--- config.mk ---
export PLATFORM = sky130hd
export DESIGN_NAME = prbs_pins_top
export DESIGN_NICKNAME = d
export VERILOG_FILES = /design/src/pin_map_pkg.sv /design/src/prbs_cfg_pkg.sv /design/src/lock_qualifier.sv /design/src/pattern_engine.sv /design/src/pin_driver.sv /design/src/prbs_pins_top.sv /design/src/prbs_wide.sv
export SDC_FILE = /design/constraint.sdc
export NUM_CORES = 1
export LEC_CHECK = 0
export ABC_CLOCK_PERIOD_IN_PS = 2400
export BUFFER_PORTS_ARGS = -buffer_cell sky130_fd_sc_hd__clkbuf_2
export CAP_MARGIN = 20
export CORE_ASPECT_RATIO = 2
export CORE_MARGIN = 8
export CORE_UTILIZATION = 45
export DETAILED_ROUTE_END_ITERATION = 10
export PLACE_DENSITY = 0.57
export REMOVE_ABC_BUFFERS = 1
export SYNTH_ARGS = -nofsm -noshare
export SYNTH_HDL_FRONTEND = slang
export SYNTH_HIERARCHICAL = 1
export SYNTH_SLANG_ARGS = --single-unit
--- constraint.sdc ---
create_clock -name clock -period 2.4 [get_ports clock]
set_input_delay 0.24 -clock clock [delete_from_list [all_inputs] [get_ports clock]]
set_output_delay 0.24 -clock clock [all_outputs]
set_load 0.02 [all_outputs]
--- src/pin_map_pkg.sv ---
`default_nettype none

package pin_map_pkg;

	localparam int led_width = 4; // board leds

	// field view, msb first as wired on the board
	typedef struct packed {
		logic sma_gpio_p; // bit 7
		logic sma_gpio_n; // bit 6
		logic sma_clock_p; // bit 5
		logic sma_clock_n; // bit 4
		logic [led_width-1:0] led; // bits 3..0, led 3 on top
	} pin_fields_t;

	// one output byte, seen raw or per pin
	typedef union packed {
		logic [7:0] pattern; // raw pattern byte
		pin_fields_t pins; // named pin fields
	} pin_word_u;

endpackage

`default_nettype wire

--- src/prbs_cfg_pkg.sv ---
`default_nettype none

package prbs_cfg_pkg;

	// lfsr generator
	localparam int lfsr_width = 32; // state bits
	localparam int tap_a = 28; // first feedback tap, counted from 1
	localparam int tap_b = 31; // second feedback tap, counted from 1
	localparam logic [lfsr_width-1:0] lfsr_seed = 32'h0000_0001; // loaded while idle

	// output rate
	localparam int byte_width = 8; // pattern bits per clock

	// counter view
	localparam int counter_width = 27; // free-running counter size
	localparam int led_lsb = 23; // lowest counter bit on the leds

	// lock qualification
	localparam int lock_hold_cycles = 16; // synced lock cycles before run
	localparam int sync_stages = 2; // synchronizer depth
	localparam int hold_width = $clog2(lock_hold_cycles + 1); // hold counter bits

endpackage

`default_nettype wire

--- src/lock_qualifier.sv ---
`timescale 1ns/1ps
`default_nettype none

module lock_qualifier
	import prbs_cfg_pkg::*;
(
	input logic clock,
	input logic rst_n,
	input logic locked, // async level from the clock manager
	output logic run // qualified lock
);

	logic [sync_stages-1:0] lock_sync; // synchronizer chain
	logic lock_s; // synced lock level
	logic [hold_width-1:0] hold_cnt; // consecutive synced lock cycles
	logic hold_done; // hold count reached

	assign lock_s = lock_sync[sync_stages-1]; // last stage
	assign hold_done = (hold_cnt == hold_width'(lock_hold_cycles));

	// two flops, locked crosses in here
	always_ff @(posedge clock) begin
		if (!rst_n) begin
			lock_sync <= '0;
		end else begin
			lock_sync <= {lock_sync[sync_stages-2:0], locked}; // shift in at bit 0
		end
	end

	// count synced lock, saturate at the hold length
	always_ff @(posedge clock) begin
		if (!rst_n) begin
			hold_cnt <= '0;
		end else if (!lock_s) begin
			hold_cnt <= '0; // any loss restarts the hold
		end else if (!hold_done) begin
			hold_cnt <= hold_cnt + 1'b1;
		end
	end

	// granted once the hold is full
	// synced low drops it on the same edge, counter clears one later
	assign run = hold_done & lock_s;

endmodule

`default_nettype wire

--- src/pattern_engine.sv ---
`timescale 1ns/1ps
`default_nettype none

module pattern_engine
	import prbs_cfg_pkg::*;
	import pin_map_pkg::*;
(
	input logic clock,
	input logic rst_n,
	input logic run, // qualified lock
	input logic mode_counter, // 1 = counter view, 0 = prbs
	output pin_word_u pattern_byte // registered output byte
);

	logic advance; // lfsr step enable
	logic [byte_width-1:0] rand_byte; // prbs byte from the generator
	logic [counter_width-1:0] counter; // free-running while run
	pin_word_u next_byte; // byte to register this edge

	assign advance = run; // generator runs with the lock

	prbs_wide prbs0 (
		.clock(clock),
		.rst_n(rst_n),
		.advance(advance),
		.rand_byte(rand_byte)
	);

	// counter restarts from zero on every new lock
	always_ff @(posedge clock) begin
		if (!rst_n) begin
			counter <= '0;
		end else if (!run) begin
			counter <= '0;
		end else begin
			counter <= counter + 1'b1;
		end
	end

	// pick the source, union written through the matching view
	always_comb begin
		next_byte = '0;
		if (mode_counter) begin
			next_byte.pins.sma_gpio_p = counter[2]; // fast bits on the sma pins
			next_byte.pins.sma_gpio_n = counter[1];
			next_byte.pins.sma_clock_p = counter[0];
			next_byte.pins.sma_clock_n = 1'b0; // unused in counter view
			next_byte.pins.led = counter[counter_width-1:led_lsb]; // slow top bits
		end else begin
			next_byte.pattern = rand_byte; // raw prbs byte
		end
	end

	// one register stage, zero while not running
	always_ff @(posedge clock) begin
		if (!rst_n) begin
			pattern_byte <= '0;
		end else if (!run) begin
			pattern_byte <= '0;
		end else begin
			pattern_byte <= next_byte;
		end
	end

endmodule

`default_nettype wire

--- src/pin_driver.sv ---
`timescale 1ns/1ps
`default_nettype none

module pin_driver
	import pin_map_pkg::*;
(
	input logic clock,
	input logic rst_n,
	input pin_word_u pattern_byte, // byte from the engine
	output logic sma_gpio_p,
	output logic sma_gpio_n,
	output logic sma_clock_p,
	output logic sma_clock_n,
	output logic [led_width-1:0] led
);

	pin_word_u pin_q; // output register, stands in for the iob flops

	always_ff @(posedge clock) begin
		if (!rst_n) begin
			pin_q <= '0; // pins low out of reset
		end else begin
			pin_q <= pattern_byte;
		end
	end

	// field view straight to the board pins
	assign sma_gpio_p = pin_q.pins.sma_gpio_p;
	assign sma_gpio_n = pin_q.pins.sma_gpio_n;
	assign sma_clock_p = pin_q.pins.sma_clock_p;
	assign sma_clock_n = pin_q.pins.sma_clock_n;
	assign led = pin_q.pins.led; // led 3 is the msb

endmodule

`default_nettype wire

--- src/prbs_pins_top.sv ---
`timescale 1ns/1ps
`default_nettype none

module prbs_pins_top
	import pin_map_pkg::*;
(
	input logic clock, // generated clock from the clock manager
	input logic rst_n,
	input logic locked, // clock manager lock, async
	input logic mode_counter, // 1 = counter view
	output logic sma_gpio_p,
	output logic sma_gpio_n,
	output logic sma_clock_p,
	output logic sma_clock_n,
	output logic [led_width-1:0] led
);

	logic run; // qualified lock
	pin_word_u pattern_byte; // engine to output stage

	// input side
	lock_qualifier lockq0 (
		.clock(clock),
		.rst_n(rst_n),
		.locked(locked),
		.run(run)
	);

	// prbs or counter byte
	pattern_engine engine0 (
		.clock(clock),
		.rst_n(rst_n),
		.run(run),
		.mode_counter(mode_counter),
		.pattern_byte(pattern_byte)
	);

	// output register stage
	pin_driver pins0 (
		.clock(clock),
		.rst_n(rst_n),
		.pattern_byte(pattern_byte),
		.sma_gpio_p(sma_gpio_p),
		.sma_gpio_n(sma_gpio_n),
		.sma_clock_p(sma_clock_p),
		.sma_clock_n(sma_clock_n),
		.led(led)
	);

endmodule

`default_nettype wire

--- src/prbs_wide.sv ---
`timescale 1ns/1ps
`default_nettype none

module prbs_wide
	import prbs_cfg_pkg::*;
(
	input logic clock,
	input logic rst_n,
	input logic advance, // step when high, reseed when low
	output logic [byte_width-1:0] rand_byte // feedback bits of this edge
);

	logic [lfsr_width-1:0] state; // fibonacci lfsr state
	logic [lfsr_width-1:0] step_state; // state after the unrolled steps
	logic [byte_width-1:0] step_byte; // feedback bits, first step on top
	logic fb; // feedback of one step

	// eight steps unrolled per clock
	always_comb begin
		step_state = state;
		step_byte = '0;
		fb = 1'b0;
		for (int i = byte_width - 1; i >= 0; i--) begin
			fb = step_state[tap_a-1] ^ step_state[tap_b-1]; // taps counted from 1
			step_state = {step_state[lfsr_width-2:0], fb}; // shift left, fb into bit 0
			step_byte[i] = fb; // bit 7 is the first step
		end
	end

	// state register, seed whenever idle
	always_ff @(posedge clock) begin
		if (!rst_n) begin
			state <= lfsr_seed;
		end else if (!advance) begin
			state <= lfsr_seed; // restart the sequence
		end else begin
			state <= step_state;
		end
	end

	// output byte
	always_ff @(posedge clock) begin
		if (!rst_n) begin
			rand_byte <= '0;
		end else if (!advance) begin
			rand_byte <= '0; // quiet while idle
		end else begin
			rand_byte <= step_byte;
		end
	end

endmodule

`default_nettype wire

# Word level (Yosys, flattened, before mapping)
# Index checks and enable logic that the tools add are counted.
dict set report word_totals {
  reg_bits 89
  input_bits 4
  output_inout_bits 8
}
dict set report classes {
  n_addsub 2
  eq_ne 1
  n_mux 1
  bitwise_logic 11
  reduce_logical 3
}
# cell count
set ops {}
lappend ops {{$add 27x1->27 const B} 1}
lappend ops {{$mux 8} 1}
lappend ops {{$xor 1x1->1} 8}
lappend ops {{$add 5x1->5 const B} 1}
lappend ops {{$eq 5x5->1 const B} 1}
lappend ops {{$reduce_and 2->1} 2}
lappend ops {{$reduce_or 3->1} 1}
lappend ops {{$not 1->1} 2}
lappend ops {{$and 1x1->1} 1}

# Logic depth before layout (Yosys ltp)
dict set report depth {
  ltp_word 4
  depth_mapped 7
  ltp_nobuf 7
}

# Modules after synthesis
# Netlist, hierarchy kept.
# mod n_inst cells_per_inst area_per_inst_um2
set modules_own_cells {}
lappend modules_own_cells {pattern_engine 1 162 1480.2}
lappend modules_own_cells {prbs_wide 1 84 985.9}
lappend modules_own_cells {lock_qualifier 1 28 289.0}
lappend modules_own_cells {pin_driver 1 16 210.2}

# Least setup slack after synthesis
# No wires, ideal clock.
dict set report synth_path {
  path_type {register -> register}
  from {register engine0.counter[0]}
  to {register engine0.counter[24]}
  setup_time_ns 0.070
  arrival_ns 1.769
  required_time_ns 2.330
  path_slack_ns 0.560
  stages_incl_launch_ff 8
  synth_period_minus_slack_ns 1.840
  path_cell_list {dfxtp_1 -> ha_1 -> and4_2 -> clkbuf_1 -> nand4_1 -> clkbuf_1 -> or4_1 -> a21oi_1}
}
dict set report synth_between {
  elab_chain_cells 1
}
# item line_no
set synth_rtl {}
lappend synth_rtl {{from (decl)} pattern_engine.sv:17} ;# logic [counter_width-1:0] counter;
lappend synth_rtl {{from (signal assigned)} pattern_engine.sv:36} ;# counter <= counter + 1'b1;
lappend synth_rtl {{$add 27x1->27} pattern_engine.sv:36}
# Every way passes these cells.
# A chain may end at the register's enable or synchronous reset.

# Worst setup path in the final report
dict set report layout_path {
  from {register engine0.counter[0]}
  to {register engine0.counter[26]}
}
# Same word-level chain as after synthesis.

==> reports/results.txt <==
via count = 1,930
CTS Hold Buffers Added = 0
initial antenna violation count = 0
Die ar. = 0.00960 mm^2
RSZ-0062 raised after global routing = no
gr usage total = 11.7%
CP arrival = 2360 ps
R2R Path End = engine0/counter[26]
DRT iter0 DRCs = 147
final setup TNS = 0 ps
io pins = 12
peak supply drop = 0.632 mV
DRC Markers = 0
Worst Setup EP = engine0/counter[26]
post-synthesis register bit count = 82
gpl congestion = 0.781
post-DP HPWL = 3370 um
mean number of vias per cell = 4.94
Util after Layout = 51.4%
Post-Route WL = 5050 um
Syn-to-layout area delta = 12.9%
Critical Path Source = engine0/counter[0]
clk sinks = 82
period utilization = 88.0%
Max Freq = 0.474 GHz
core footprint = 0.00652 mm^2
Worst Setup Start Kind = flip-flop
CTS buffer count = 9
final worst path period need = 2110 ps
cells after synthesis = 290
Die Wd = 73.4 um
CP endpoint kind = flip-flop
P_leak = 1.23 nW
CP max FO = 11
post-synthesis sequential area ratio = 55.4%
Clk pin slew, worst setup/hold paths = 60 ps
Mapped Area = 0.00297 mm^2
Routed Antenna Nets = 0
status = finished clean
Starting Density = 45.5%
Hold Vio Cnt, Final = 0
Final Net Count = 305
Slew @ Worst Pin = 403 ps
Post-CTS Setup Bufs = 0
pwr dens = 820 mW/mm^2
Vert. Die Dim = 131 um
critical path class = reg -> reg
vias in the first global route = 1,914
max cap viols = 0
post-synth cell types = 33
Gates resized, CTS repair = 0
htree depth = 3
CTS root buffer = clkbuf_16
post-DR wirelength/cell = 12.9 um
proportion of layout cells with a drive suffix above 1 = 13.5%
largest net degree at the start of global routing = 39
R2R setup slack = 290 ps
router iterations before antenna repair = 4
Clock Skew = 3.38 ps
synthesized area per cell = 10.2 um^2
worst-skew pair later-pin latency = 330 ps
most frequent cells in the layout = dfxtp_1 (82), nor2_1 (33), and3_1 (22), xnor2_1 (15), nand2_1 (12)
Max Slew Vio Count = 0
Reg2Reg Launch Point = engine0/counter[0]
Synth Warn # = 6
R2R cell count = 5
setup violators final = 0
I/O Buffers = 11
Area contributors post-synth = dfxtp_1 (55%), and3_1 (4.6%), xnor2_1 (4.4%)
clock tree buffer depth = 2
CTS tree = done
Worst Min Path Start = locked
Yosys top cell area share = 55.4%
row cnt = 42
# diodes = 0
Worst EP required = 2650 ps
commonest non-fill, non-tap cell in the layout = dfxtp_1
Slew HR = 73.0%
Synth area leader = dfxtp_1
Hold Path Class = in -> reg
first-pass GRT wire length = 8650 um
Remaining Overflow, GRT = 0
-- critical path, cell delays in order (launching register included) --
cell and delay (ps):
dfxtp_1 390, ha_1 230, and4_2 320, nand4_1 350, or4_1 590, a21oi_1 160
-- power by group --
part           internal, mW  total (mW)  switching, mW  leakage (nW)
logic               0.00690      0.0198         0.0129         0.427
clock network         0.860        1.36          0.501         0.145
registers              1.36        1.36       0.000916         0.661
-- worst min-delay path by stage --
stage                              end  slack [ps]  cells after the start
6_report           lockq0/lock_sync[0]         120                      2
5_1_grt            lockq0/lock_sync[0]         120                      2
4_1_cts            lockq0/lock_sync[0]         100                      2
3_5_place_dp            pins0/pin_q[6]         410                      1
3_3_place_gp            pins0/pin_q[1]         420                      1
2_1_floorplan  engine0/pattern_byte[4]         320                      1
-- state kept, by name, indices dropped and copies added, names as in the netlist --
| name | count |
|---|---|
| engine0/prbs0/state | 31 |
| pins0/pin_q | 8 |
| engine0/counter | 27 |
| engine0/prbs0/rand_byte | 1 |
| lockq0/hold_cnt | 5 |
| engine0/pattern_byte | 8 |
| lockq0/lock_sync | 2 |
-- Yosys cell counts (all sizes together) --
cell / instances
dfxtp: 82
nor2: 33
and3: 26
xnor2: 15
nand2: 13
and2: 12
buf: 12
a21oi: 11
nand3: 11
xor2: 10
or4: 9
mux2i: 8
o31ai: 8
nand4: 7
clkbuf: 6
and4: 5
inv: 4
o21ai: 4
or3: 4
ha: 3
nor3: 3
nor4: 2
and4bb: 1
nor3b: 1
-- logic make-up (layout without fill, tap and decap cells) --
logic type | count (synthesis) | count (layout) | share of synthesized area, %
AO/OA/AOI/OAI | 23 | 23 | 4.56
buffers and inverters | 22 | 35 | 4.51
multiplexers | 8 | 8 | 2.70
adder cells (fa/ha/maj) | 3 | 3 | 1.27
AND/OR/NAND/NOR | 127 | 127 | 24.2
XOR/XNOR | 25 | 25 | 7.38
flip-flops | 82 | 82 | 55.4
-- stage by stage --
stage	hold slack, ps	power (mW)	setup WS, ps	instance area (um^2)	instances
6_report	116	2.74	289	3350	391
4_1_cts	105	2.78	296	3350	391
2_1_floorplan	316	1.40	68.3	2850	272
3_5_place_dp	414	1.41	370	3040	375
5_1_grt	123	2.85	164	3350	391
3_3_place_gp	417	1.41	428	3040	375
-- final cells by class --
cell class                 instances  area (um^2)
clock buffer                      12          256
clock inverter                     4         50.0
fill                             648         3170
inverter                           4         15.0
multi-input combinational        186         1190
sequential                        82         1640
tap                               88          110
timing repair buffer              15         85.1
-- metal layers --
layer / up-vias / routed length (um) / part of all wire, % / GRT usage, %
met5: - / 0 / 0 / 0
met4: 0 / 105 / 2.1 / 5.69
met3: 8 / 223 / 4.4 / 4.36
met2: 20 / 2420 / 48 / 18.6
met1: 891 / 2300 / 46 / 13.5
li1: 1011 / - / - / -
No activity file was read; power rests on OpenSTA's default activity.
